File: src/hw/link_pkg.sv
package link_pkg;

  // one spi data byte, also one host memory byte
  typedef logic [7:0] byte_t;

  // command code, first byte of every command
  typedef logic [7:0] opcode_t;

  // kept command set
  localparam opcode_t OP_GET_COOKIE  = 8'd0;   // reply af
  localparam opcode_t OP_BRAM_POKE   = 8'd1;   // addr lo, addr hi, data
  localparam opcode_t OP_BRAM_PEEK   = 8'd2;   // addr lo, addr hi, reply data
  localparam opcode_t OP_GET_VERSION = 8'd15;  // reply {major, minor}

  // longest parameter list, poke
  localparam int MAX_PARAMS = 3;

  // parser states
  typedef enum logic [0:0] {
    PARSE_IDLE,    // next byte is an opcode
    PARSE_PARAMS   // collecting parameter bytes
  } parse_state_t;

  // fixed answer to get_cookie, lets the host find the board
  localparam byte_t COOKIE = 8'haf;

  // version byte, major in the top 3 bits
  localparam logic [2:0] VERSION_MAJOR = 3'd0;
  localparam logic [4:0] VERSION_MINOR = 5'd3;

  // a command travels in one cs frame
  // its reply is shifted out in the frame after it
  // frames carry whole bytes, msb first

endpackage

File: src/hw/spi_slave_link.sv
`timescale 1ns/1ps

module spi_slave_link (
  input  logic            clk,
  input  logic            rst_n,
  input  logic            sck,
  input  logic            cs_n,
  input  logic            mosi,
  input  link_pkg::byte_t reply_byte,
  input  logic            reply_valid,
  output logic            miso,
  output link_pkg::byte_t rx_byte,
  output logic            rx_valid,
  output logic            frame_start,
  output logic            frame_abort
);

  logic [2:0] sck_r;     // sck synchroniser, [2] is the history bit
  logic [2:0] cs_r;      // cs_n synchroniser
  logic [1:0] mosi_r;    // lines up with sck_r[1]
  logic       sck_rise;
  logic       sck_fall;
  logic       cs_active;
  logic       cs_fall;
  logic       cs_rise;
  logic [2:0] bit_cnt;   // bits of the current byte
  link_pkg::byte_t rx_shift;
  link_pkg::byte_t tx_shift;
  link_pkg::byte_t pending_byte;
  logic            pending_valid;

  // pins are async to clk
  always_ff @(posedge clk) begin
    if (!rst_n) begin
      sck_r  <= 3'b000;  // idle low, mode 0
      cs_r   <= 3'b111;  // deselected
      mosi_r <= 2'b00;
    end else begin
      sck_r  <= {sck_r[1:0], sck};
      cs_r   <= {cs_r[1:0], cs_n};
      mosi_r <= {mosi_r[0], mosi};
    end
  end

  assign sck_rise  = (sck_r[2:1] == 2'b01);
  assign sck_fall  = (sck_r[2:1] == 2'b10);
  assign cs_active = ~cs_r[1];
  assign cs_fall   = (cs_r[2:1] == 2'b10);
  assign cs_rise   = (cs_r[2:1] == 2'b01);

  assign frame_start = cs_fall;
  assign frame_abort = cs_rise && (bit_cnt != 3'd0);  // partial byte dropped

  // receive side, mosi sampled on sck rise
  always_ff @(posedge clk) begin
    if (!rst_n) begin
      bit_cnt  <= 3'd0;
      rx_valid <= 1'b0;
    end else begin
      rx_valid <= cs_active && sck_rise && (bit_cnt == 3'd7);
      if (!cs_active) begin
        bit_cnt <= 3'd0;  // next frame starts on a byte boundary
      end else if (sck_rise) begin
        bit_cnt <= bit_cnt + 3'd1;
      end
    end
  end

  always_ff @(posedge clk) begin
    if (cs_active && sck_rise) begin
      rx_shift <= {rx_shift[6:0], mosi_r[1]};  // msb first
    end
  end

  assign rx_byte = rx_shift;  // complete while rx_valid is high

  // reply waits here until the next frame opens
  always_ff @(posedge clk) begin
    if (!rst_n) begin
      pending_valid <= 1'b0;
    end else if (reply_valid) begin
      pending_valid <= 1'b1;  // newer reply replaces the old one
    end else if (frame_start) begin
      pending_valid <= 1'b0;  // consumed by this frame
    end
  end

  always_ff @(posedge clk) begin
    if (reply_valid) begin
      pending_byte <= reply_byte;
    end
  end

  // transmit side, bit 7 is on the pin before the first sck rise
  always_ff @(posedge clk) begin
    if (frame_start) begin
      tx_shift <= pending_valid ? pending_byte : 8'h00;
    end else if (cs_active && sck_fall) begin
      tx_shift <= {tx_shift[6:0], 1'b0};  // zeros after the first byte
    end
  end

  assign miso = cs_active ? tx_shift[7] : 1'b0;  // low when deselected

endmodule

File: config.mk
export PLATFORM = sky130hd
export DESIGN_NAME = spi_slave_link
export DESIGN_NICKNAME = d
export VERILOG_FILES = /design/src/hw/link_pkg.sv /design/src/hw/spi_slave_link.sv
export SDC_FILE = /design/constraint.sdc
export NUM_CORES = 1
export LEC_CHECK = 0
export BUFFER_PORTS_ARGS = -buffer_cell sky130_fd_sc_hd__buf_2
export CAP_MARGIN = 10
export CORE_ASPECT_RATIO = 0.8
export CORE_UTILIZATION = 45
export CTS_BUF_LIST = sky130_fd_sc_hd__clkbuf_8
export DETAILED_ROUTE_END_ITERATION = 6
export GPL_TIMING_DRIVEN = 0
export HOLD_SLACK_MARGIN = 0.15
export PLACE_DENSITY = 0.67
export SLEW_MARGIN = 20
export SYNTH_ARGS = -nofsm -noshare
export SYNTH_HDL_FRONTEND = slang
export SYNTH_SLANG_ARGS = --single-unit
File: constraint.sdc
create_clock -name clk -period 3.2 [get_ports clk]
set_input_delay 0.96 -clock clk [delete_from_list [all_inputs] [get_ports clk]]
set_output_delay 0.96 -clock clk [all_outputs]
set_load 0.05 [all_outputs]
# After elaboration in Yosys (flattened, before gate mapping)
# Index checks and enable logic that the tools add are counted.
[totals]
regBits = 37
input_bits = 14
out_inout_bits = 12
elab_cells = 31
[classes]
add_sub_neg = 1
eq_ne = 5
muxes = 6
bitwise = 2
reduce_logical = 8
[ops]
columns = ["operator", "n"]
rows = [
  ["8-bit 2-to-1 mux", 3],
  ["2-bit by 1-bit equality test with 1-bit output, second input constant", 2],
  ["2-bit equality test, second input constant", 2],
  ["1-bit logical AND", 4],
  ["2-bit nonzero test", 2],
  ["3-bit by 1-bit adder with 3-bit output, second input constant", 1],
  ["3-bit equality test, second input constant", 1],
  ["1-bit 2-to-1 mux", 3],
  ["3-bit nonzero test", 1],
  ["1-bit inverter", 2],
  ["2-bit OR reduction", 1],
]

# Logic depth before layout (Yosys ltp)
[logic_depth]
depth_word = 4
mapped_depth = 4
depth_no_buf = 4

# Least setup slack after synthesis
# Ideal clock, no wire load.
[synth_timing]
kind = "register -> output"
from = "register bit_cnt[0]"
to = "output frame_abort"
arrival_ns = 1.812
required_ns = 2.240
path_slack_ns = 0.428
path_stages_with_launch = 5
path_buffers = 0
cell_sequence = "dfxtp_1 -> inv_1 -> ha_1 -> nor2b_1 -> nor3b_1"
[synth_via]
elab_chain_len = 2
[synth_rtl]
columns = ["item", "line", "rtl"]
rows = [
  ["start: declaration", "spi_slave_link.sv:26", "logic [2:0] bit_cnt;"],
  ["start signal: assignment", "spi_slave_link.sv:64", "bit_cnt <= bit_cnt + 3'd1;"],
  ["3-bit nonzero test", "spi_slave_link.sv:52", "assign frame_abort = cs_rise && (bit_cnt != 3'd0);"],
  ["1-bit logical AND", "spi_slave_link.sv:52", ""],
  ["end: declaration", "spi_slave_link.sv:15", "output logic frame_abort"],
]
# Every way passes these cells.

# Worst setup path after layout
# Same ends and word-level chain as after synthesis.

==> results.md <==
- HP Start: cs_r[0]$_SDFF_PN1_
- Iter 0 DRT Violations: 17
- Root buffer cell: clkbuf_8
- R2r startpoint: sck_r[2]$_SDFF_PN0_
- Compound-Gate Fraction of Synth Area: 0.0370
- Clock latency on the worst-skew pair: 290 ps
- Gr usage total: 0.135
- Clock Path Buffers: 2
- Post-DR vias/cell: 4.53
- Syn nets: 112
- Max Clock Skew: approximately 4.3 ps
- Post-synthesis cell area: 0.00132 mm²
- Worst reg2reg setup slack: ~1800 ps
- Starting Density: 0.477
- First-pass GRT wire length: about 3000 µm
- Largest cells by area after synthesis: edfxtp_1 55%, dfxtp_1 20%, nand2_1 4.0%
- Worst setup SP type: register
- Power Density: 639 mW/mm²
- CP arrival: ~1500 ps
- Hold Path Cell Cnt: 1
- Die height: 50.4 µm
- XOR/XNOR Fraction of Synth Area: 0.00664
- Most common cell after layout, fill and taps aside: buf_2
- Row Count: 17
- Critical path startpoint: bit_cnt[0]$_SDFFE_PP0N_
- Layout overhead on the synthesized area: 23.2%
- Hold/Removal Path Class: reg2reg
- RSZ-0062 raised after global routing: no
- H-tree Lvls: 2
- Setup tns final: 0 ps
- PostCTS Resize Cnt: 0
- Tightest Pin Transition: 650 ps
- Final Net Count: 144
- Post-CTS Setup Inserts: 0
- FFs w/ async S/R, synth: 0
- Hold buffer count at cts: 0
- Layout cells sized above 1: 0.297
- Setup violations, final: 0
- Syn Area/Cell: 13.9 µm²
- Worst r2r path cells: 3
- Post-DRT Antenna Nets: 0
- Crit path max fanout: 2
- CP required: 2240 ps
- Overall Power: between 1 and 1.5 mW
- Avg WL per Cell: 11.3 µm
- Max Fclk: 0.412 GHz
- Status: finished, final reports clean
- DR pass1 iterations: 4
- Yosys reg bits: 37
- Post-Synth Adder-Cell Area: 0.0285
- Slew Limit Fails: 0
- Core area: 0.00277 mm²
- DP HPWL: 1410 µm
- Fin util: 0.588
- Port Buffers: 25
- Synth Area in Simple Gates: 0.138
- Area of the die: 0.00315 mm²
- Post-synth EDFFs: 24
- Final worst slack: 771 ps
- Max cap viols: 0
- Main synth FF type: edfxtp_1
- Min Clock Period, post-route: 2430 ps
- Initial antenna violation count: 0
- Final Hold Fails: 0
- Synth Instances: between 90 and 100
- Global placer's final weighted congestion: 0.682
- Clk slew on worst S/H paths: 70 ps
- Hold EP: cs_r[1]$_SDFF_PN1_
- Post-synth cell types: 23
- Clock sinks: 37
- Slew headroom: 0.565
- RR Endpoint: rx_byte[4]$_DFFE_PP_
- Crit path kind: reg2out
- Maximum vdd drop: 0.368 mV
- Remaining DRCs: 0
- Crit end category: output port
- Warnings from Yosys: 0
- CTS buffer count: 5
- Leak pwr: 0.677 nW
- Mux contribution to synthesized area: 0.0152
- Commonest non-fill, non-tap cells in the layout: 25 x buf_2, 24 x edfxtp_1, 14 x nand2_1
- Largest family of logic cells by synthesized area: simple AND/OR/NAND/NOR gates
- Share of the synthesized area in the top cell type: 0.546
- Pre-CTS setup slack: 1070 ps
- Vias in the first global route: 684
- GRT Residual Overflow: 0
- Largest net degree at the start of global routing: 13
- Antenna diode count: 0
- Final worst-path cycle share: 0.759
- Routed WL: 1880 µm
- Die width: ~63 µm
- Sequential area share after synthesis: 0.744
- CTS tree: yes
- Synth area leader: edfxtp_1
- IO Count: 26
- Via Count: 752
[where the power goes]
part	switching (mW)	total (mW)	internal, mW	leakage, nW
combinational	0.0241	0.0405	0.0164	0.278
clock	0.158	0.467	0.309	0.0681
sequential	0.00565	0.530	0.525	0.332
[worst max-delay path by stage]
stage                              to  slack (ps)  depth (start not counted)
after floorplan           frame_abort         430                          4
after global placement    frame_abort        1110                          5
after detailed placement  frame_abort        1070                          5
after CTS                 frame_abort         750                          5
after global routing      frame_abort         630                          5
final                     frame_abort         770                          5
[state kept, by name, summed over array words and instances (netlist names)]
signal         cells
sck_r              3
pending_byte       8
mosi_r             2
bit_cnt            3
tx_shift           8
rx_valid           1
cs_r               3
pending_valid      1
rx_byte            8
[cell type report]
class | instances | area (µm²)
Multi-Input combinational cell | 50 | 297
Sequential cell | 37 | 981
Tap cell | 38 | 47.5
Timing Repair Buffer | 25 | 125
Inverter | 5 | 18.8
Buffer | 3 | 22.5
Clock buffer | 5 | 68.8
Clock inverter | 3 | 65.1
Fill cell | 233 | 1140
[cells in the mapped netlist, types with 2 or more instances]
library cell / count
edfxtp_1: 24
nand2_1: 14
dfxtp_1: 13
and2_1: 5
inv_1: 5
nor2_1: 5
nand2b_1: 4
o21ai_0: 4
ha_1: 3
a21oi_1: 2
mux2i_1: 2
nor2b_1: 2
o21ai_1: 2
[worst max-delay path, stage by stage, from the launching register on]
cell	delay, ps
dfxtp_1	340
inv_1	70
ha_1	190
nor2b_1	120
nor3b_1	170
buf_2	290
[cell families (layout without fill, tap and decap cells)]
kind of cell	Yosys count	after routing
buf+inv	8	41
flops	37	37
fa+ha+maj	3	3
simple gates	35	35
mux	2	2
compound gates	9	9
xor+xnor	1	1
[stage by stage]
step,cells,instance area [µm²],hold WS [ps]
6_report,166,1630,409
3_5_place_dp,158,1490,393
3_3_place_gp,158,1490,393
4_1_cts,166,1630,410
2_1_floorplan,95,1320,386
5_1_grt,166,1630,429
[per-layer routing]
layer,up-vias,part of all wire,global-route usage
met2,25,0.45,0.201
met4,0,0.024,0.0930
li1,384,-,-
met5,-,0,0
met3,6,0.061,0.0614
met1,337,0.46,0.156
(Power assumes the default switching activity.)
