$ cat config.mk
export PLATFORM = sky130hd
export DESIGN_NAME = cmd_parser
export DESIGN_NICKNAME = d
export VERILOG_FILES = /design/src/hw/link_pkg.sv /design/src/hw/cmd_parser.sv
export SDC_FILE = /design/constraint.sdc
export NUM_CORES = 1
export LEC_CHECK = 0
export ABC_AREA = 1
export BUFFER_PORTS_ARGS = -buffer_cell sky130_fd_sc_hd__buf_2
export CAP_MARGIN = 20
export CORE_ASPECT_RATIO = 1.2
export CORE_MARGIN = 5
export CORE_UTILIZATION = 52
export DETAILED_ROUTE_END_ITERATION = 8
export GPL_ROUTABILITY_DRIVEN = 0
export MAX_ROUTING_LAYER = met4
export PLACE_DENSITY = 0.8
export SKIP_LAST_GASP = 1
export SYNTH_ARGS = -nofsm -noshare
export SYNTH_HDL_FRONTEND = slang
export SYNTH_SLANG_ARGS = --single-unit
export TNS_END_PERCENT = 50
$ cat constraint.sdc
create_clock -name clk -period 2.3 [get_ports clk]
set_input_delay 0.46 -clock clk [delete_from_list [all_inputs] [get_ports clk]]
set_output_delay 0.46 -clock clk [all_outputs]
set_load 0.01 [all_outputs]
$ cat src/hw/link_pkg.sv
package link_pkg;

  // one spi data byte, also one host memory byte
  typedef logic [7:0] byte_t;

  // command code, first byte of every command
  typedef logic [7:0] opcode_t;

  // kept command set
  localparam opcode_t OP_GET_COOKIE  = 8'd0;   // reply af
  localparam opcode_t OP_BRAM_POKE   = 8'd1;   // addr lo, addr hi, data
  localparam opcode_t OP_BRAM_PEEK   = 8'd2;   // addr lo, addr hi, reply data
  localparam opcode_t OP_GET_VERSION = 8'd15;  // reply {major, minor}

  // longest parameter list, poke
  localparam int MAX_PARAMS = 3;

  // parser states
  typedef enum logic [0:0] {
    PARSE_IDLE,    // next byte is an opcode
    PARSE_PARAMS   // collecting parameter bytes
  } parse_state_t;

  // fixed answer to get_cookie, lets the host find the board
  localparam byte_t COOKIE = 8'haf;

  // version byte, major in the top 3 bits
  localparam logic [2:0] VERSION_MAJOR = 3'd0;
  localparam logic [4:0] VERSION_MINOR = 5'd3;

  // a command travels in one cs frame
  // its reply is shifted out in the frame after it
  // frames carry whole bytes, msb first

endpackage

$ cat src/hw/cmd_parser.sv
`timescale 1ns/1ps

module cmd_parser (
  input  logic              clk,
  input  logic              rst_n,
  input  link_pkg::byte_t   rx_byte,
  input  logic              rx_valid,
  input  logic              frame_start,
  input  logic              frame_abort,
  output logic              cmd_valid,
  output link_pkg::opcode_t cmd_op,
  output link_pkg::byte_t   cmd_p0,
  output link_pkg::byte_t   cmd_p1,
  output link_pkg::byte_t   cmd_p2
);

  // wide enough to count up to MAX_PARAMS
  localparam int CNT_W = $clog2(link_pkg::MAX_PARAMS + 1);

  link_pkg::parse_state_t state;
  logic [CNT_W-1:0]       param_cnt;  // parameters this opcode needs
  logic [CNT_W-1:0]       param_idx;  // next slot to fill
  logic                   last_param;

  assign last_param = (param_idx == param_cnt - CNT_W'(1));

  // control path
  always_ff @(posedge clk) begin
    if (!rst_n) begin
      state     <= link_pkg::PARSE_IDLE;
      param_cnt <= '0;
      param_idx <= '0;
      cmd_valid <= 1'b0;
    end else begin
      cmd_valid <= 1'b0;  // single cycle pulse
      if (frame_start || frame_abort) begin
        state <= link_pkg::PARSE_IDLE;  // cs edge drops a half-done command
      end else if (rx_valid) begin
        case (state)
          link_pkg::PARSE_IDLE: begin
            param_idx <= '0;
            case (rx_byte)
              link_pkg::OP_GET_COOKIE,
              link_pkg::OP_GET_VERSION: begin
                cmd_valid <= 1'b1;  // no parameters, issue now
              end
              link_pkg::OP_BRAM_POKE: begin
                param_cnt <= CNT_W'(link_pkg::MAX_PARAMS);
                state     <= link_pkg::PARSE_PARAMS;
              end
              link_pkg::OP_BRAM_PEEK: begin
                param_cnt <= CNT_W'(2);  // address only
                state     <= link_pkg::PARSE_PARAMS;
              end
              default: ;  // unknown opcode, ignored
            endcase
          end
          link_pkg::PARSE_PARAMS: begin
            param_idx <= param_idx + CNT_W'(1);
            if (last_param) begin
              cmd_valid <= 1'b1;
              state     <= link_pkg::PARSE_IDLE;
            end
          end
          default: state <= link_pkg::PARSE_IDLE;
        endcase
      end
    end
  end

  // opcode and parameter slots, payload only
  always_ff @(posedge clk) begin
    if (rx_valid && !frame_start && !frame_abort) begin
      if (state == link_pkg::PARSE_IDLE) begin
        cmd_op <= rx_byte;
      end else begin
        case (param_idx)
          CNT_W'(0): cmd_p0 <= rx_byte;  // address low
          CNT_W'(1): cmd_p1 <= rx_byte;  // address high
          default:   cmd_p2 <= rx_byte;  // poke data
        endcase
      end
    end
  end

endmodule

Yosys cells after proc, flatten, opt, wreduce, memory -nomap -nowiden
Cells that the tools add are included.

Flip-flop bits (word level): 38. Latch bits: 0. RAM bits: 0. Memory bits (read-only): 0. Output and inout port bits: 33. Memories: 0.

$add $sub $neg: 2. Multipliers: 0. Div/mod/pow operators: 0. Magnitude comparators: 0. Eq/ne operators: 5. Shift operators: 0. Mux-type cells: 8. Bitwise operators: 5. Reduce and logical (&&, ||, !) cells: 19.

Operators with widths (count): AND reduction 3 bit (3); == test 8 x 1 -> 1 bit, second input constant (1); == test 8 x 2 -> 1 bit, second input constant (1); == test 8 x 4 -> 1 bit, second input constant (1); logical NOT 8 bit (1); case mux 2 bit (2 select lines) (2); OR reduction 2 bit (4); inverter 1 bit (5); two-way mux 1 bit (4); case mux 1 bit (2 select lines) (2); AND reduction 2 bit (2); AND reduction 4 bit (1); OR reduction 3 bit (1); adder 2 x 1 -> 2 bit, second input constant (1); == test 2 x 1 -> 1 bit, second input constant (1); == test 2 bit (1); logical AND 1 bit (2); logical NOT 1 bit (2); logical NOT 2 bit (1); nonzero test 2 bit (1); subtractor 2 x 1 -> 2 bit, second input constant (1); logical OR 1 bit (1).

Logic depth before layout (Yosys ltp)
Gate-level depths: netlist of run 1.

Depth in word-level cells: 4. Mapped depth: 8. Gate-level depth less buffers: 8.

Worst setup path after synthesis of run 1
No wires, ideal clock.

Path kind: input -> register. From: in frame_start. To: reg cmd_p0[0], enable pin. Setup time: 0.371 ns. Data arrival time: 1.253 ns. Data required time: 1.929 ns. Slack: 0.677 ns. Stages: 5. Cell sequence: nor2_2 -> nand2_2 -> nor2_1 -> inv_1 -> nor2_1.

Longest elaborated chain between the ends: 4.

Ends and longest elaborated chain: from (decl) (RTL line cmd_parser.sv:8) `input logic frame_start,`; logical NOT 1 bit (RTL line cmd_parser.sv:73) `if (rx_valid && !frame_start && !frame_abort) begin`; logical AND 1 bit (2 in series) (RTL line cmd_parser.sv:73); AND reduction 3 bit (no source line); to (signal assigned) (RTL line cmd_parser.sv:78) `CNT_W'(0): cmd_p0 <= rx_byte;`; to (decl) (RTL line cmd_parser.sv:12) `output link_pkg::byte_t cmd_p0,`.

Every way passes these cells. A chain may end at the register's enable or synchronous reset.

Final worst setup path of run 1
From: in frame_start. To: reg param_cnt[0].

Longest elaborated chain between the ends: 3.

Ends and longest elaborated chain: logical OR 1 bit (RTL line cmd_parser.sv:36) `if (frame_start || frame_abort) begin`; inverter 1 bit (no source line); AND reduction 4 bit (no source line); to (signal assigned) (RTL line cmd_parser.sv:48) `param_cnt <= CNT_W'(link_pkg::MAX_PARAMS);`; to (decl) (RTL line cmd_parser.sv:21) `logic [CNT_W-1:0] param_cnt;`.

Every way passes these cells.

==> flow_summary.toml, run 1 <==
[critical_path]
regToRegStartpoint = "state"
worstSetupStartpoint = "frame_start"
cp_max_fo = 9
worstSetupPathType = "input pin to flop"
end_kind = "flop"
cp-start-kind = "input pin"
cp_slowest_cell = "nor2_2"
crit_arrival_ps = 1630
path_buf_inv = 1
crit_family = "simple AND/OR/NAND/NOR gates"
cp_cell_sequence = "buf_2 -> nor2_2 -> nand2_2 -> nor2_2 -> nand3_1 -> nand2_1 -> a21oi_1"
worst_path_most_repeated_cell = "nor2_2"
cpPeakStageDelay_ps = 420
cp.required_ps = 2540

[final_layout]
diodes = 0
drive_gt1_share_pct = 40.5
fin_util_pct = 67.9
synthToLayoutAreaGrowth_pct = 25.5
fin_cells = 186
final_cell_mix = "buf_2, edfxtp_1, nand2_1"
nets = 167
layout_commonest_cell = "buf_2"
nFillCells = 196
design_area_um2 = 1720

[timing]
finalSetupViolCount = 0
tns_ps = 0
setup_ws_ps = 908
fin_crit_sh_pct = 60.5
hold_viol_final = 0
fmax_mhz = 718
rsz0062_at_grt = "false"
period_needed_ps = 1390
skew_ps = 7.25
worst_pin_slew_ps = 520
whs_ps = 348
final_max_slew_viol_count = 0
slew_headroom_pct = 65.3

[routing]
ant_nets = 0
drc = 0
finalWirelength_um = 2460
detail_route.first_pass.iterations = 4
routedWlPerCell_um = 13.2
routed_via_density = 4.75
dr_total_vias = 884
drt_iter0_drc = 27

[floorplanning]
core_area_um2 = 2530
num_io_pins = 46
die_h_um = 66.2
die_area_um2 = 3760
rows = 20
start_util_pct = 54.1
die_x_um = 56.8

[global_routing]
grt_first_pass_wirelength_um = 3750
antenna_found_initial = 0
grt_usage_pct = 14.6
grt_start_max_net_pins = 12
overflow = 0
grt_pass1_vias = 831

[synth]
netlist_instances = 97
synth_seq_area_share_pct = 79.1
ys_seq_elements = 38
yosys_warnings = 0
synth_largest_area_cell = "edfxtp_1"
synth.distinct_cells = 16
syn-cell-area_um2 = 1370
syn_area_per_cell_um2 = 14.1
ys_top_cells_by_area = "edfxtp_1, dfxtp_1, nand2_1"
yosysTopAreaCellShare_pct = 70.3
synth_nets = 112

[cts]
clkLatencyLatePin_ps = 340
htree_levels = 2
numClockSinks = 38
cts.clk_slew.worst_paths_ps = 100
ctsResizeCount = 0
cts.hold.buffers_added = 0
root_buffer = "clkbuf_4"
clock_path_buffers = 2
numCtsBuffers = 5
post-cts-setup-buffers = 0
cts_tree = "built"

[power_and_ir_drop]
power.total_mw = 1.13
irDropWorstVdd_v = 0.000586
p_per_area_nw_per_um2 = 661
p_leak_nw = 0.686

[flow_run]
cap_violations = 0

[hold_path]
worstHoldStart = "rx_byte[7]"
hold_path.class = "input pin to flop"

[placed_design]
dp_slack_ps = 498
hpwl_um = 1850
postPlaceCellArea_um2 = 1660
dpl.cell_count = 178
portBuffers = 45

[status]
status = "complete, no violations"
==> state kept, by name (all words and copies together) (netlist names) <==
name and flops:
cmd_valid 1, state 1, param_cnt 2, cmd_op 8, param_idx 2, cmd_p1 8
cmd_p0 8, cmd_p2 8
==> synthesized netlist by cell type <==
cell and number:
edfxtp_1 32, nand2_1 15, nor2_1 11, inv_1 10, dfxtp_1 6, nand3_1 5, a21oi_1 4, nor2_2 4
ha_1 2, o21ai_0 2, a21oi_2 1, nand2_2 1, nand4_1 1, nor3_1 1, nor3_2 1, xor2_1 1
==> metal layers <==
layer	part of all wire, %	GRT usage (%)	vias to the layer above	routed length (um)
li1	-	-	447	-
met2	49	23.6	40	1200
met5	0	-	-	0
met3	11	6.84	6	273
met1	37	14.0	391	910
met4	2.8	9.57	0	68
==> path summary, 6_finish.rpt <==
path	depth (start not counted)	slack, ps	endpoint
worst max-delay path	7	910	param_cnt[0]
worst min-delay path	1	350	cmd_op[7]
worst max register to register	5	960	cmd_p2[2]
worst min register to register	2	490	param_cnt[1]
==> final cells by class <==
cell class / count / area (um^2) / share of cell area, %
Timing Repair Buffer: 48 / 248 / 14.4
Multi-Input combinational cell: 49 / 248 / 14.4
Sequential cell: 38 / 1080 / 63.0
Clock buffer: 7 / 55.1 / 3.21
Clock inverter: 1 / 5.00 / 0.292
Inverter: 10 / 37.5 / 2.19
Tap cell: 33 / 41.3 / 2.41
==> cells by family (layout without fill, tap and decap cells) <==
group | count (synthesis) | count (layout) | synth area share (%)
simple gates | 39 | 39 | 12.8
flops | 38 | 38 | 79.1
buf+inv | 10 | 66 | 2.75
compound gates | 7 | 7 | 2.84
fa+ha+maj | 2 | 2 | 1.83
xor+xnor | 1 | 1 | 0.641
==> power by group <==
part	leakage (nW)	switching (mW)	total (mW)	internal, mW
logic	0.313	0.0283	0.0428	0.0144
clock network	0.0353	0.193	0.341	0.148
registers	0.337	0.000761	0.750	0.749
==> worst register-to-register path: stages (launching register included) <==
cell and delay [ps]:
dfxtp_1 410, inv_1 110, nor2_1 140, inv_1 100, nor3_2 110, buf_4 190
No activity file was read; power rests on OpenSTA's default activity.
==> inputs of run 2 (changes only) <==
- CORE_UTILIZATION: 52 -> 43
- PLACE_DENSITY: 0.8 -> 0.71
- clock period: 2.3 -> 1.25 ns (I/O delays scaled with it)
==> run 2 against run 1 <==
  * Wire length increased by 14%
  * Register-to-register slack worse by 950 ps
  * Critical path depth is 2 lower
  * Combinational power rose by 120%
  * Via count grew 8.0%
  * Sequential share of layout area shrank 5.0 points
  * Critical path type is now flop to flop
  * Largest power group unchanged
==> flow_summary.toml, run 2 (same netlist as run 1, synthesis figures left out) <==
[status]
status = "complete, no violations"

[placed_design]
dpl.cell_count = 189
portBuffers = 45
postPlaceCellArea_um2 = 1780
hpwl_um = 2050

[power_and_ir_drop]
p_per_area_nw_per_um2 = 1090
p_leak_nw = 0.741
irDropWorstVdd_v = 0.000790

[global_routing]
antenna_found_initial = 0
grt_start_max_net_pins = 12
grt_first_pass_wirelength_um = 4150
grt_pass1_vias = 929
overflow = 0
grt_usage_pct = 13.2

[floorplanning]
num_io_pins = 46
start_util_pct = 44.7
die_h_um = 71.8
die_area_um2 = 4410
rows = 22
die_x_um = 61.5
core_area_um2 = 3060

[critical_path]
crit_family = "flip-flops"
cp-start-kind = "flop"
crit_arrival_ps = 1300
cp_slowest_cell = "dfxtp_2"
worstSetupStartpoint = "state"
cp_cell_sequence = "inv_2 -> nor2_4 -> inv_4 -> nor3_4 -> buf_12"
crit_end = "cmd_p2[1]"
r2r_cells = 5
cp.required_ps = 1310
regToRegStartpoint = "state"
cpPeakStageDelay_ps = 350
worstSetupPathType = "flop to flop"
cp_max_fo = 8
worstReg2RegEnd = "cmd_p2[1]"
worst-path-stages = 5
r2r_slack_ps = 8
end_kind = "flop"
path_buf_inv = 3

[timing]
hold_viol_final = 0
final_max_slew_viol_count = 0
finalSetupViolCount = 0
period_needed_ps = 1240
fmax_mhz = 805
rsz0062_at_grt = "true"
slew_headroom_pct = 85.8
skew_ps = 3.77
worst_pin_slew_ps = 210
fin_crit_sh_pct = 99.3

[flow_run]
cap_violations = 0

[cts]
root_buffer = "clkbuf_4"
clkLatencyLatePin_ps = 330
htree_levels = 2
cts_tree = "built"
numCtsBuffers = 5
clock_path_buffers = 2
cts.hold.buffers_added = 0
cts.clk_slew.worst_paths_ps = 100
numClockSinks = 38

[routing]
routedWlPerCell_um = 14.1
drc = 0
finalWirelength_um = 2790
ant_nets = 0
detail_route.first_pass.iterations = 4
routed_via_density = 4.82
drt_iter0_drc = 16
dr_total_vias = 955

[final_layout]
fin_cells = 198
nets = 177
fin_util_pct = 61.1
nFillCells = 249
synthToLayoutAreaGrowth_pct = 36.6
layout_commonest_cell = "buf_2"
diodes = 0
final_cell_mix = "buf_2, edfxtp_1, nand2_1"
drive_gt1_share_pct = 51.2
design_area_um2 = 1870

[hold_path]
hold_path.class = "input pin to flop"
## run 2: cell types whose count changed in the layout (fill, tap and decap cells not counted), moves of 2 or more
cell / change
inv_2: +3
buf_12: +3
ha_1: -2
inv_1: -4
dfxtp_2: +2
buf_4: +6
nor2_1: -3
nor2_4: +2
dfxtp_1: -2
## run 2: power by group
group	total [mW]	leakage, nW	switching [mW]	internal, mW
Clock	0.567	0.0308	0.365	0.202
Sequential	1.38	0.338	0.00146	1.38
Combinational	0.0939	0.372	0.0564	0.0375
Total	2.04	0.741	0.423	1.62
## run 2: final cells by class
cell class | count | area (um^2) | share of cell area, %
sequential | 38 | 1080 | 58.0
timing repair buffer | 58 | 364 | 19.5
multi-input combinational | 49 | 287 | 15.3
tap | 36 | 45.0 | 2.41
inverter | 10 | 40.0 | 2.14
clock buffer | 5 | 37.5 | 2.01
clock inverter | 2 | 10.0 | 0.536
## run 2: how the worst min path moves through the flow
stage	startpoint	endpoint	cells past startpoint
global route	rx_byte[6]	cmd_op[6]	1
detailed placement	param_cnt[1]	param_cnt[1]	2
floorplan	rx_byte[0]	cmd_op[0]	0
global placement	param_cnt[0]	param_cnt[0]	2
CTS	rx_byte[7]	cmd_p2[7]	1
finish	rx_byte[6]	cmd_op[6]	1
## run 2: timing repair
| item | in CTS | in global routing |
|---|---|---|
| pin swaps | 1 | 3 |
| setup buffers | 0 | 2 |
| gates resized for setup | 3 | 8 |
| setup endpoints to repair | 21 | 24 |
## run 2: per-stage QoR
stage	worst slack (ps)	hold slack, ps	power (mW)	setup TNS [ps]
after global routing	-59.4	140	2.13	-604
after global placement	-128	469	1.50	-2100
after floorplan	-39.1	349	1.44	-508
after CTS	-0.510	138	2.06	-0.510
final	8.14	153	2.04	0
after detailed placement	-187	482	1.50	-3600
## run 2: worst reg2reg max path: stages, from the launching register on
cell and delay (ps):
dfxtp_2 350, inv_2 60, nor2_4 140, inv_4 70, nor3_4 210, buf_12 150
## run 2: routing by layer
layer / up-vias / GRT usage (%) / part of all wire [%]
met5: - / - / 0
met4: 0 / 6.37 / 1.9
met3: 6 / 4.86 / 14
met2: 53 / 20.7 / 49
met1: 430 / 14.4 / 36
li1: 466 / - / -
