<file path="config.mk">
export PLATFORM = sky130hd
export DESIGN_NAME = cmd_exec
export DESIGN_NICKNAME = d
export VERILOG_FILES = /design/src/hw/link_pkg.sv /design/src/hw/cmd_exec.sv
export SDC_FILE = /design/constraint.sdc
export NUM_CORES = 1
export LEC_CHECK = 0
export ABC_CLOCK_PERIOD_IN_PS = 1530
export BUFFER_PORTS_ARGS = -buffer_cell sky130_fd_sc_hd__buf_2
export CAP_MARGIN = 20
export CORE_MARGIN = 10
export CORE_UTILIZATION = 29
export CTS_CLUSTER_DIAMETER = 80
export CTS_CLUSTER_SIZE = 24
export DETAILED_ROUTE_END_ITERATION = 12
export HOLD_SLACK_MARGIN = 0.1
export PLACE_DENSITY = 0.76
export SLEW_MARGIN = 30
export SYNTH_ARGS = -nofsm -noshare
export SYNTH_HDL_FRONTEND = slang
export SYNTH_SLANG_ARGS = --single-unit
</file>
<file path="constraint.sdc">
create_clock -name clk -period 1.53 [get_ports clk]
set_input_delay 0.306 -clock clk [delete_from_list [all_inputs] [get_ports clk]]
set_output_delay 0.306 -clock clk [all_outputs]
set_load 0.005 [all_outputs]
</file>
<file path="src/hw/link_pkg.sv">
package link_pkg;

  // one spi data byte, also one host memory byte
  typedef logic [7:0] byte_t;

  // command code, first byte of every command
  typedef logic [7:0] opcode_t;

  // kept command set
  localparam opcode_t OP_GET_COOKIE  = 8'd0;   // reply af
  localparam opcode_t OP_BRAM_POKE   = 8'd1;   // addr lo, addr hi, data
  localparam opcode_t OP_BRAM_PEEK   = 8'd2;   // addr lo, addr hi, reply data
  localparam opcode_t OP_GET_VERSION = 8'd15;  // reply {major, minor}

  // longest parameter list, poke
  localparam int MAX_PARAMS = 3;

  // parser states
  typedef enum logic [0:0] {
    PARSE_IDLE,    // next byte is an opcode
    PARSE_PARAMS   // collecting parameter bytes
  } parse_state_t;

  // fixed answer to get_cookie, lets the host find the board
  localparam byte_t COOKIE = 8'haf;

  // version byte, major in the top 3 bits
  localparam logic [2:0] VERSION_MAJOR = 3'd0;
  localparam logic [4:0] VERSION_MINOR = 5'd3;

  // a command travels in one cs frame
  // its reply is shifted out in the frame after it
  // frames carry whole bytes, msb first

endpackage

</file>
<file path="src/hw/cmd_exec.sv">
`timescale 1ns/1ps

module cmd_exec #(
  parameter int ADDR_W = 15
) (
  input  logic              clk,
  input  logic              rst_n,
  input  logic              cmd_valid,
  input  link_pkg::opcode_t cmd_op,
  input  link_pkg::byte_t   cmd_p0,
  input  link_pkg::byte_t   cmd_p1,
  input  link_pkg::byte_t   cmd_p2,
  input  link_pkg::byte_t   ram_rdata,
  output logic              ram_en,
  output logic              ram_we,
  output logic [ADDR_W-1:0] ram_addr,
  output link_pkg::byte_t   ram_wdata,
  output link_pkg::byte_t   reply_byte,
  output logic              reply_valid
);

  logic [15:0] full_addr;  // {hi, lo} as sent by the host
  logic        is_poke;
  logic        is_peek;
  logic        rd_pending; // peek data arrives next cycle

  assign full_addr = {cmd_p1, cmd_p0};
  assign is_poke   = (cmd_op == link_pkg::OP_BRAM_POKE);
  assign is_peek   = (cmd_op == link_pkg::OP_BRAM_PEEK);

  // memory access issued in the cmd_valid cycle
  assign ram_en    = cmd_valid && (is_poke || is_peek);
  assign ram_we    = cmd_valid && is_poke;
  assign ram_addr  = full_addr[ADDR_W-1:0];  // upper bits ignored
  assign ram_wdata = cmd_p2;

  always_ff @(posedge clk) begin
    if (!rst_n) begin
      rd_pending  <= 1'b0;
      reply_valid <= 1'b0;
    end else begin
      rd_pending  <= cmd_valid && is_peek;
      reply_valid <= rd_pending ||
                     (cmd_valid && (cmd_op == link_pkg::OP_GET_COOKIE)) ||
                     (cmd_valid && (cmd_op == link_pkg::OP_GET_VERSION));
    end
  end

  // reply data, read return has priority
  always_ff @(posedge clk) begin
    if (rd_pending) begin
      reply_byte <= ram_rdata;
    end else if (cmd_valid) begin
      case (cmd_op)
        link_pkg::OP_GET_COOKIE:  reply_byte <= link_pkg::COOKIE;
        link_pkg::OP_GET_VERSION: begin
          reply_byte <= {link_pkg::VERSION_MAJOR, link_pkg::VERSION_MINOR};
        end
        default: ;  // poke gives no reply
      endcase
    end
  end

endmodule

</file>
# Word level (Yosys, flattened, before mapping)
# Cells that the tools add are included.
word_totals:
  ff_bits: 10
  input_bits: 43
  output_inout_bits: 34
  elab_cells: 21
op_classes:
  n_eq_ne: 3
  mux: 3
  reduce_logical: 12
ops:
  columns: ["op", "count"]
  rows:
  - ["2-to-1 mux 8 bit", 2]
  - ["one-hot mux 8 bit (2 select lines)", 1]
  - ["== test 8 x 1 -> 1 bit, second input constant", 1]
  - ["== test 8 x 2 -> 1 bit, second input constant", 1]
  - ["== test 8 x 4 -> 1 bit, second input constant", 1]
  - ["logical NOT 8 bit", 1]
  - ["logical AND 1 bit", 5]
  - ["logical OR 1 bit", 3]
  - ["nonzero test 3 bit", 1]
  - ["AND reduction 2 bit", 1]
  - ["nonzero test 2 bit", 1]

# Depth between registers and ports, before layout
# Gate-level depths: netlist of run 1.
logic_depth:
  ltp_word: 4
  mapped_depth: 3
  ltp_nobuf: 3

# Least setup slack after synthesis of run 1
# Ideal clock, no wire load.
synth_path:
  path_type: "in2reg"
  start: "input port cmd_op[5]"
  end: "register reply_byte[0] (enable)"
  setup_time_ns: 0.375
  arrival_time_ns: 1.172
  t_required_ns: 1.155
  setup_slack_ns: -0.017
  stages: 3
  n_path_buf: 0
  cell_sequence: "nor4_4 -> nand2_1 -> o21bai_1"
synth_via:
  elab_chain_cells: 3
  word_cells_on_any_way: 4
  classes_between: "eq/ne: 1; reduce/logical: 3"
synth_rtl:
  columns: ["element", "line", "rtl"]
  rows:
  - ["from (decl)", "cmd_exec.sv:9", "input link_pkg::opcode_t cmd_op,"]
  - ["== test 8 x 4 -> 1 bit / logical NOT 8 bit (equally long branches)", "cmd_exec.sv:54", "case (cmd_op)"]
  - ["nonzero test 3 bit (no line) (*)", null, null]
  - ["AND reduction 2 bit (no line) (*)", null, null]
  - ["to (signal assigned)", "cmd_exec.sv:52", "reply_byte <= ram_rdata;"]
  - ["to (signal assigned)", "cmd_exec.sv:55", "link_pkg::OP_GET_COOKIE: reply_byte <= link_pkg::COOKIE;"]
  - ["to (signal assigned)", "cmd_exec.sv:57", "reply_byte <= {link_pkg::VERSION_MAJOR, link_pkg::VERSION_MINOR};"]
  - ["to (decl)", "cmd_exec.sv:18", "output link_pkg::byte_t reply_byte,"]
# Mark *: on every way between the ends. The rest lies on a longest branch, timed or not.
# A chain may end at the register's enable or synchronous reset.

# Final worst setup path of run 1
layout_path:
  start: "input port cmd_op[4]"
  end: "output port ram_we"
layout_via:
  elab_chain_cells: 2
layout_rtl:
  columns: ["element", "line", "rtl"]
  rows:
  - ["== test 8 x 1 -> 1 bit", "cmd_exec.sv:28", "assign is_poke = (cmd_op == link_pkg::OP_BRAM_POKE);"]
  - ["logical AND 1 bit", "cmd_exec.sv:33", "assign ram_we = cmd_valid && is_poke;"]
  - ["to (decl)", "cmd_exec.sv:15", "output logic ram_we,"]
# Every way passes these cells.

==> summary.md, run 1 <==
| Metric | Value |
|---|---|
| Final net count | `122` |
| Yosys warning total | `0` |
| Final antenna-violating net count | `0` |
| Placement Cell Area | `689 sq um` |
| Sequential cell area fraction in the yosys report | `43.0%` |
| CP max-delay cell | `nor4_4` |
| Total GRT Usage | `5.90%` |
| CTS clk-pin slew, worst paths | `50 ps` |
| CP required | `1220 ps` |
| First-pass GRT wire length | `2.06 mm` |
| Crit-path max cell delay | `340 ps` |
| Clock Sinks | `10` |
| TritonCTS clock tree | `built` |
| H-tree Lvls | `1` |
| Worst rel slew slack | `73.6%` |
| # fillers | `243` |
| Die ar. | `4540 sq um` |
| Comb power frac | `10.7%` |
| Final Hold Viols | `0` |
| R2R depth | `2` |
| Routed WL per cell | `13.9 um` |
| Period utilisation layout | `97.8%` |
| Ratio of cells with drive above 1 in the final layout | `57.1%` |
| Most common cell in the synthesized netlist | `buf_4` |
| Core Util, Final | `34.1%` |
| Total chip power | `505 uW` |
| Die Height | `67.4 um` |
| Die X | `67.4 um` |
| Synth Flop Type | `edfxtp_1` |
| Core area | `2170 sq um` |
| Post-route cell area | `739 sq um` |
| Yosys reg bits | `10` |
| Fin crit period | `1500 ps` |
| RSZ-0062 raised after global routing | `true` |
| P_sw | `94.2 uW` |
| Rows | `17` |
| P&R area growth vs syn | `13.4%` |
| Worst-Skew Late Latency | `250 ps` |
| Ports | `77` |
| IO buf count | `29` |
| Internal power | `411 uW` |
| Skew final | `1.89 ps` |
| HPWL after DPL | `1.26 mm` |
| Sw Share | `18.6%` |
| Initial Utilization | `30.0%` |
| Max-slew violations | `0` |
| Post-route DRC | `0` |
| Clk buf depth | `2` |
| GRT overflow | `0` |
| Critical Path Start Type | `input port` |
| Number of global-route vias before repair | `455` |
| Setup Viol. Count Final | `0` |
| Most area-hungry cell type in the Yosys netlist | `edfxtp_1` |
| Post-synth EDFFs | `8` |
| Ant. Diodes | `0` |
| Root Driver | `clkbuf_4` |
| Arrival @ worst endpoint | `1190 ps` |
| Hold Crit Class | `input port to flip-flop` |
| Post-synth ARST share | `0%` |
| Avg Inst Size Synth | `10.3 sq um` |
| Leakage | `0.000349 uW` |
| Max Cap Violations | `0` |
| Status | `finished clean` |
| Cells along the critical path | `buf_6 -> nor4_4 -> nand3_2 -> nor3b_2 -> buf_2` |
| Final wirelength | `1.46 mm` |
| Gpl congestion | `0.717` |
| Clock share of power | `31.7%` |
| Initial antenna violation count | `0` |
| FMAX | `0.669 GHz` |
| Synth cell count leaders | `23 x buf_4, 8 x edfxtp_1, 4 x a21oi_1, 4 x inv_1` |
| Yosys cell types | `21` |
| Largest cells by area after synthesis | `edfxtp_1 37%, buf_4 26%, dfxtp_1 6.1%` |
| Mapped Nets | `106` |
| PwrDens | `684 nW/um^2` |
| Drt pass-1 iters | `2` |
| Iteration-0 DRC Markers | `7` |
| Vias after detailed routing | `452` |
| Post-Syn Area | `652 sq um` |
| Vias/cell | `4.30` |
| Max VDD drop | `0.322 mV` |
| Num CTS Buffers | `3` |
| Reg power frac | `57.6%` |
| Synth top area share | `36.9%` |
| WHS Path Cells | `2` |
| CP max FO | `3` |
| Slew @ Worst Pin | `396 ps` |
| Critical path class | `input port to output port` |
| Largest net degree at the start of global routing | `12` |
| Critical Path End Type | `output port` |
| Cell count after synthesis | `63` |
==> cells in the final DEF (no fill, tap or decap), drive strengths merged, types with 2 or more instances in the layout <==
cell    netlist  layout
a21oi         4       4
inv           4       4
edfxtp        8       8
nor2          3       3
nand2b        2       2
dfxtp         2       2
clkbuf        1       3
nand2         3       3
nand3         2       2
buf          23      35
nor3b         2       2
and2          2       2
==> routing by layer <==
layer	global-route usage, %	vias to the layer above	wire length (um)	part of all wire, %
li1	-	215	-	-
met1	4.36	184	381	26
met2	8.89	27	645	44
met3	3.31	26	299	20
met4	8.97	0	135	9.2
met5	0	-	0	0
==> through the flow <==
| stage | TNS, ps | setup slack (ps) | std cells | hold WS, ps |
|---|---|---|---|---|
| after CTS | -10.3 | -10.3 | 104 | 272 |
| after detailed placement | -269 | -71.4 | 100 | 544 |
| after global placement | -38.3 | -38.3 | 100 | 533 |
| after floorplan | 0 | 146 | 63 | 375 |
| after global routing | -43.6 | -43.6 | 105 | 270 |
| final | 0 | 34.4 | 105 | 280 |
==> worst paths after layout <==
check / startpoint / endpoint / slack, ps
max: cmd_op[4] / ram_we / 30
min: cmd_op[0] / rd_pending / 280
max reg2reg: rd_pending / reply_byte[3] / 320
min reg2reg: rd_pending / reply_byte[1] / 650
==> critical path, delay by kind of cell <==
kind	cells	cell delay, ps
buf+inv	2	220
simple gates	3	650
==> kinds of logic (layout without fill, tap and decap cells) <==
group | Yosys count | in the layout | share of synthesized area, %
xor gates and xnor gates | 1 | 1 | 1.34
buffers and inverters | 28 | 42 | 29.4
DFF | 10 | 10 | 43.0
and+or+nand+nor | 17 | 17 | 20.2
AOI/OAI and AO/OA | 7 | 7 | 6.14
==> power by group through the flow <==
stage          clock, uW  combinational (uW)  sequential, uW
2_1_floorplan          0                62.7             297
3_3_place_gp           0                48.6             297
3_5_place_dp           0                50.1             297
4_1_cts              169                53.9             291
5_1_grt              185                59.2             291
6_report             160                54.0             291
==> sequential cells by signal, summed over array words and instances, names as in the netlist <==
register     flops
reply_byte       8
reply_valid      1
rd_pending       1
==> final cells by class <==
| type | count | area [sq um] | area share, % |
|---|---|---|---|
| tap | 28 | 35.0 | 4.74 |
| sequential | 10 | 280 | 37.9 |
| clock buffer | 3 | 22.5 | 3.05 |
| multi-input combinational | 25 | 184 | 24.9 |
| timing repair buffer | 35 | 203 | 27.4 |
| inverter | 4 | 15.0 | 2.03 |
==> what timing repair did <==
| item | CTS | global route |
|---|---|---|
| pin swaps | 3 | 2 |
| setup endpoints to repair | 1 | 2 |
| hold endpoints to repair | 0 | 0 |
| hold buffers | 0 | 0 |
| resized for setup | 2 | 0 |
| setup buffers | 1 | 1 |
Power figures use the tool's default switching activity.
==> run 2: changes to the inputs <==
--- a/config.mk
+++ b/config.mk
@@ -14,7 +14,9 @@
 export CTS_CLUSTER_SIZE = 24
 export DETAILED_ROUTE_END_ITERATION = 12
 export HOLD_SLACK_MARGIN = 0.1
+export MAX_ROUTING_LAYER = met4
 export PLACE_DENSITY = 0.76
+export SKIP_CTS_REPAIR_TIMING = 1
 export SLEW_MARGIN = 30
 export SYNTH_ARGS = -nofsm -noshare
 export SYNTH_HDL_FRONTEND = slang
==> run 2 against run 1 <==
Compared with the run above:
- global-route usage is 0.076 points higher
- critical path depth stayed put
- total power hardly changed
- final area stayed put
- utilization stayed put
- fmax is 0.10% higher
- clock skew stayed put
- setup slack better by 1.5 ps
- clock-buffer cell count stayed put
- via count is 0.22% lower
- sequential share of layout area stayed put
- clock power hardly changed
- critical path type unchanged
==> summary.md, run 2 (synthesis results as in run 1) <==
| Metric | Value |
|---|---|
| Setup Viol. Count Final | `0 (unchanged)` |
| Total GRT Usage | `5.98% (+0.076 points)` |
| Post-route DRC | `0 (unchanged)` |
| TritonCTS clock tree | `built` |
| Most frequent cells in the layout | `27 x buf_2, 8 x edfxtp_1, 6 x buf_4` |
| Period utilisation layout | `97.7% (-0.10 points)` |
| DP Worst Slack | `-71.4 ps (unchanged)` |
| Ports | `77 (unchanged)` |
| Drt pass-1 iters | `2 (unchanged)` |
| Arrival @ worst endpoint | `1190 ps (about the same)` |
| Gpl congestion | `0.725 (+1.2%)` |
| RSZ-0062 raised after global routing | `true` |
| First-pass GRT wire length | `2.04 mm (-0.68%)` |
| FMAX | `0.669 GHz (+0.10%)` |
| Total chip power | `506 uW (about the same)` |
| Largest net degree at the start of global routing | `12 (unchanged)` |
| Hold Crit Class | `input port to flip-flop` |
| Iteration-0 DRC Markers | `10 (+3)` |
| HPWL after DPL | `1.26 mm (unchanged)` |
| Routed WL per cell | `14.0 um (+0.27%)` |
| Max Cap Violations | `0 (unchanged)` |
| Die ar. | `4540 sq um (unchanged)` |
| Final net count | `122 (unchanged)` |
| Clk buf depth | `2 (unchanged)` |
| CTS clk-pin slew, worst paths | `50 ps (about the same)` |
| CP required | `1220 ps (about the same)` |
| Rows | `17 (unchanged)` |
| Slew @ Worst Pin | `394 ps (-1.50 ps)` |
| Final wirelength | `1.47 mm (+0.27%)` |
| Final Hold Viols | `0 (unchanged)` |
| Ratio of cells with drive above 1 in the final layout | `57.1% (unchanged)` |
| CP max FO | `3 (unchanged)` |
| Sequential cell area | `280 sq um (unchanged)` |
| Max VDD drop | `0.323 mV (about the same)` |
| Initial Utilization | `30.0% (unchanged)` |
| Multi-input logic area | `184 sq um (unchanged)` |
| Critical path class | `input port to output port` |
| Largest register by flop count | `reply_byte` |
| Vias/cell | `4.30 (-0.22%)` |
| Core Util, Final | `34.1% (unchanged)` |
| Skew final | `1.89 ps (unchanged)` |
| Largest regs | `reply_byte (8), rd_pending (1), reply_valid (1)` |
| Final antenna-violating net count | `0 (unchanged)` |
| Max-slew violations | `0 (unchanged)` |
| Hold Slack | `281 ps (+1.13 ps)` |
| Vias after detailed routing | `451 (-0.22%)` |
| Core area | `2170 sq um (unchanged)` |
| Commonest non-fill, non-tap cell in the layout | `buf_2` |
| Num CTS Buffers | `3 (unchanged)` |
| Fin crit period | `1490 ps (-1.54 ps)` |
| H-tree Lvls | `1 (unchanged)` |
| Die X | `67.4 um (unchanged)` |
| GRT overflow | `0 (unchanged)` |
| R2R depth | `2 (unchanged)` |
| Critical Path End Type | `output port` |
| Initial antenna violation count | `0 (unchanged)` |
| Status | `finished clean` |
| Worst-Skew Late Latency | `250 ps (about the same)` |
| Root Driver | `clkbuf_4` |
| Critical Path Start Type | `input port` |
| Leakage | `0.000349 uW (about the same)` |
| WHS Path Cells | `2 (unchanged)` |
| Number of global-route vias before repair | `460 (+1.1%)` |
| Ant. Diodes | `0 (unchanged)` |
| P&R area growth vs syn | `13.4% (unchanged)` |
| Total Neg Setup Slack | `0 ps (unchanged)` |
| Final WS setup | `35.9 ps (+1.54 ps)` |
| Clock Sinks | `10 (unchanged)` |
| IO buf count | `29 (unchanged)` |
| Max reg flops | `8 (unchanged)` |
| Die Height | `67.4 um (unchanged)` |
| PwrDens | `684 nW/um^2 (about the same)` |
| # fillers | `240 (-1.2%)` |
| R2R Setup Slk | `320 ps (about the same)` |
| Worst rel slew slack | `73.7% (+0.10 points)` |
==> run 2: through the flow <==
step           instances  area, sq um
3_5_place_dp         100          689
5_1_grt              105          739
6_report             105          739
4_1_cts              103          712
3_3_place_gp         100          689
2_1_floorplan         63          656
==> run 2: final timing paths <==
check        startpoint       endpoint
max           cmd_op[6]         ram_we
min           cmd_op[0]     rd_pending
max reg2reg  rd_pending  reply_byte[3]
min reg2reg  rd_pending  reply_byte[1]
==> run 2: cell type report <==
cell class                 count  area share, %
inverter                       4           2.03
sequential                    10           37.9
multi-input combinational     25           24.9
tap                           28           4.74
timing repair buffer          35           27.4
clock buffer                   3           3.05
==> run 2: critical path, stage by stage <==
cell and delay, ps:
buf_6 100, nor4_4 340, nand3_2 150, nor3b_2 160
buf_2 130
==> run 2: per-layer routing <==
layer | GRT usage (%) | wire (um) | up-vias | part of all wire (%)
li1 | - | - | 215 | -
met1 | 4.17 | 400 | 183 | 27
met2 | 8.89 | 633 | 27 | 43
met3 | 3.14 | 295 | 26 | 20
met4 | 8.97 | 135 | 0 | 9.2
met5 | - | 0 | - | 0
==> run 2: power breakdown <==
group | switching (uW) | internal (uW) | leakage, uW
clock | 70.7 | 89.7 | 0.0000138
combinational | 23.5 | 30.6 | 0.000225
sequential | 0.252 | 291 | 0.000110
total | 94.4 | 411 | 0.000349
==> run 3: changes to the inputs <==
--- a/config.mk
+++ b/config.mk
@@ -5,17 +5,18 @@
 export SDC_FILE = /design/constraint.sdc
 export NUM_CORES = 1
 export LEC_CHECK = 0
+export ABC_AREA = 1
 export ABC_CLOCK_PERIOD_IN_PS = 1530
 export BUFFER_PORTS_ARGS = -buffer_cell sky130_fd_sc_hd__buf_2
 export CAP_MARGIN = 20
 export CORE_MARGIN = 10
-export CORE_UTILIZATION = 29
+export CORE_UTILIZATION = 30
 export CTS_CLUSTER_DIAMETER = 80
 export CTS_CLUSTER_SIZE = 24
 export DETAILED_ROUTE_END_ITERATION = 12
 export HOLD_SLACK_MARGIN = 0.1
 export MAX_ROUTING_LAYER = met4
-export PLACE_DENSITY = 0.76
+export PLACE_DENSITY = 0.77
 export SKIP_CTS_REPAIR_TIMING = 1
 export SLEW_MARGIN = 30
 export SYNTH_ARGS = -nofsm -noshare
==> run 3 against run 2 <==
Compared with the run above:
- clock-buffer cell count unchanged
- critical path depth rose by 2
- synthesized cell count is 30% higher
- non-clock buffer count is 6 lower
- combinational power fell by 15%
- utilization is 1.4 points lower
- sequential share of layout area is 1.7 points higher
- register-to-register slack got worse by 20 ps
- first-iteration DRC count did not move
- global-route usage up 0.55 points
- largest cell class unchanged
- largest power group unchanged
- highest routed layer unchanged
==> summary.md, run 3 <==
| Metric | Value |
|---|---|
| Max Cap Violations | `0 (unchanged)` |
| PwrDens | `720 nW/um^2 (+5.3%)` |
| Yosys warning total | `0 (unchanged)` |
| Critical Path Start Type | `input port` |
| Crit path depth | `7 (+2)` |
| GRT overflow | `0 (unchanged)` |
| Max reg flops | `8 (unchanged)` |
| Die Height | `67.4 um (unchanged)` |
| Setup Viol. Count Final | `0 (unchanged)` |
| Initial antenna violation count | `0 (unchanged)` |
| HPWL after DPL | `1.29 mm (+2.8%)` |
| Slew @ Worst Pin | `282 ps (-112 ps)` |
| Rows | `17 (unchanged)` |
| Max VDD drop | `0.331 mV (+2.4%)` |
| Most common cell in the synthesized netlist | `buf_4` |
| H-tree Lvls | `1 (unchanged)` |
| Synth Flop Type | `edfxtp_1` |
| Fin crit period | `1290 ps (-199 ps)` |
| Period utilisation layout | `84.6% (-13 points)` |
| Top delay family on crit path | `buffers and inverters` |
| Internal power | `407 uW (-0.91%)` |
| Comb power frac | `9.0% (-1.7 points)` |
| WHS Path Cells | `3 (+1)` |
| Iteration-0 DRC Markers | `10 (unchanged)` |
| R2R depth | `4 (+2)` |
| CP max-delay cell | `nor3_1` |
| Ratio of cells with drive above 1 in the final layout | `44.6% (-13 points)` |
| Total Neg Setup Slack | `0 ps (unchanged)` |
| Number of global-route vias before repair | `524 (+14%)` |
| Root Driver | `clkbuf_4` |
| First-pass GRT wire length | `2.15 mm (+5.0%)` |
| Largest cells by area after synthesis | `edfxtp_1 36%, buf_4 26%, nand2_1 11%` |
| TritonCTS clock tree | `built` |
| Core area | `2170 sq um (unchanged)` |
| Post-Syn Area | `674 sq um (+3.5%)` |
| DP Worst Slack | `98.0 ps (+169 ps)` |
| Ant. Diodes | `0 (unchanged)` |
| CP max FO | `2 (-1)` |
| Commonest non-fill, non-tap cell in the layout | `buf_2` |
| Worst rel slew slack | `81.2% (+7.5 points)` |
| Final net count | `136 (+11%)` |
| Ports | `77 (unchanged)` |
| Synth top area share | `35.6% (-1.2 points)` |
| Post-synth EDFFs | `8 (unchanged)` |
| Initial Utilization | `31.1% (+1.0 points)` |
| Largest register by flop count | `reply_byte` |
| Yosys cell types | `15 (-29%)` |
| Total chip power | `510 uW (+0.89%)` |
| Vias/cell | `4.20 (-2.2%)` |
| Yosys reg bits | `10 (unchanged)` |
| Largest net degree at the start of global routing | `9 (-3)` |
| Mapped Nets | `125 (+18%)` |
| Avg Inst Size Synth | `8.22 sq um (-21%)` |
| Hold Crit Class | `input port to flip-flop` |
| Final Hold Viols | `0 (unchanged)` |
| Drt pass-1 iters | `2 (unchanged)` |
| Most area-hungry cell type in the Yosys netlist | `edfxtp_1` |
| Routed WL per cell | `12.2 um (-13%)` |
| CP required | `1220 ps (about the same)` |
| Post-synth ARST share | `0% (unchanged)` |
| Die ar. | `4540 sq um (unchanged)` |
| Vias after detailed routing | `504 (+12%)` |
| Sw Share | `20.1% (+1.5 points)` |
| Hold Slack | `285 ps (+4.10 ps)` |
| Final WS setup | `235 ps (+199 ps)` |
| Leakage | `0.000390 uW (+12%)` |
| WP buf/inv | `4 (+2)` |
| Status | `finished clean` |
| Post-route DRC | `0 (unchanged)` |
| Synth cell count leaders | `23 x buf_4, 19 x nand2_1, 13 x inv_1` |
| Critical Path End Type | `output port` |
| P_sw | `103 uW (+8.8%)` |
| Cell count after synthesis | `82 (+30%)` |
| Worst-Skew Late Latency | `260 ps (about the same)` |
| Cells along the critical path | `buf_2 -> inv_1 -> nand2_1 -> nor3_1 -> nand3_1 -> inv_1 -> buf_2` |
| Core Util, Final | `32.6% (-1.4 points)` |
| Gpl congestion | `0.730 (+0.63%)` |
| Num CTS Buffers | `3 (unchanged)` |
| Skew final | `2.26 ps (+0.373 ps)` |
| Clock Sinks | `10 (unchanged)` |
| Max-slew violations | `0 (unchanged)` |
| Die X | `67.4 um (unchanged)` |
| P&R area growth vs syn | `5.01%` |
| Most frequent cells in the layout | `29 x buf_2, 19 x nand2_1, 13 x inv_1` |
| Critical path class | `input port to output port` |
| Final wirelength | `1.46 mm (-0.20%)` |
| Arrival @ worst endpoint | `990 ps (-200 ps)` |
| Largest regs | `reply_byte (8), rd_pending (1), reply_valid (1)` |
| Total GRT Usage | `6.53% (+0.55 points)` |
| RSZ-0062 raised after global routing | `false` |
| FMAX | `0.772 GHz (+15%)` |
| Crit-path max cell delay | `140 ps (-200 ps)` |
| CTS clk-pin slew, worst paths | `60 ps (about the same)` |
| Final antenna-violating net count | `0 (unchanged)` |
| Sequential cell area fraction in the yosys report | `41.6% (-1.4 points)` |
| Clock share of power | `34.0% (+2.3 points)` |
| Reg power frac | `57.0% (-0.6 points)` |
| Clk buf depth | `2 (unchanged)` |
| IO buf count | `29 (unchanged)` |
run 3: kinds of logic (layout without fill, tap and decap cells):
| kind of cell | count (synthesis) | after routing | share of synthesized area [%] |
|---|---|---|---|
| simple gates | 34 | 34 | 24.5 |
| flops | 10 | 10 | 41.6 |
| buf+inv | 38 | 48 | 34.0 |
run 3: layout make-up:
type	count	area (sq um)
clock buffer	3	22.5
clock inverter	1	3.75
fill	246	1460
inverter	15	56.3
multi-input combinational	34	165
sequential	10	280
tap	28	35.0
timing repair buffer	29	145
run 3: worst min-delay path: cells and delay by family:
kind          cells  cell delay, ps
simple gates      1              80
buf+inv           2             120
run 3: final timing paths:
| check | from | end | slack [ps] |
|---|---|---|---|
| setup / recovery | cmd_op[2] | ram_we | 240 |
| hold / removal | rst_n | reply_valid | 290 |
| setup reg to reg | rd_pending | reply_byte[1] | 300 |
| hold reg to reg | rd_pending | reply_byte[4] | 650 |
run 3: power groups by stage:
stage,clock network (uW),logic [uW],registers [uW]
after floorplan,0,66.7,297
after global placement,0,44.0,297
after detailed placement,0,46.3,297
after CTS,181,46.5,291
after global routing,198,52.2,291
final,173,45.9,291
run 3: per-layer routing:
layer	vias up	global-route usage [%]	part of all wire (%)
met5	-	-	0
met4	0	9.74	11
met3	22	3.31	18
met2	34	9.83	43
met1	203	4.55	29
li1	245	-	-
run 3: metrics by stage:
step | std cells | cell area, sq um
finish | 120 | 708
global route | 120 | 708
CTS | 120 | 708
detailed placement | 116 | 682
global placement | 116 | 682
floorplan | 82 | 674
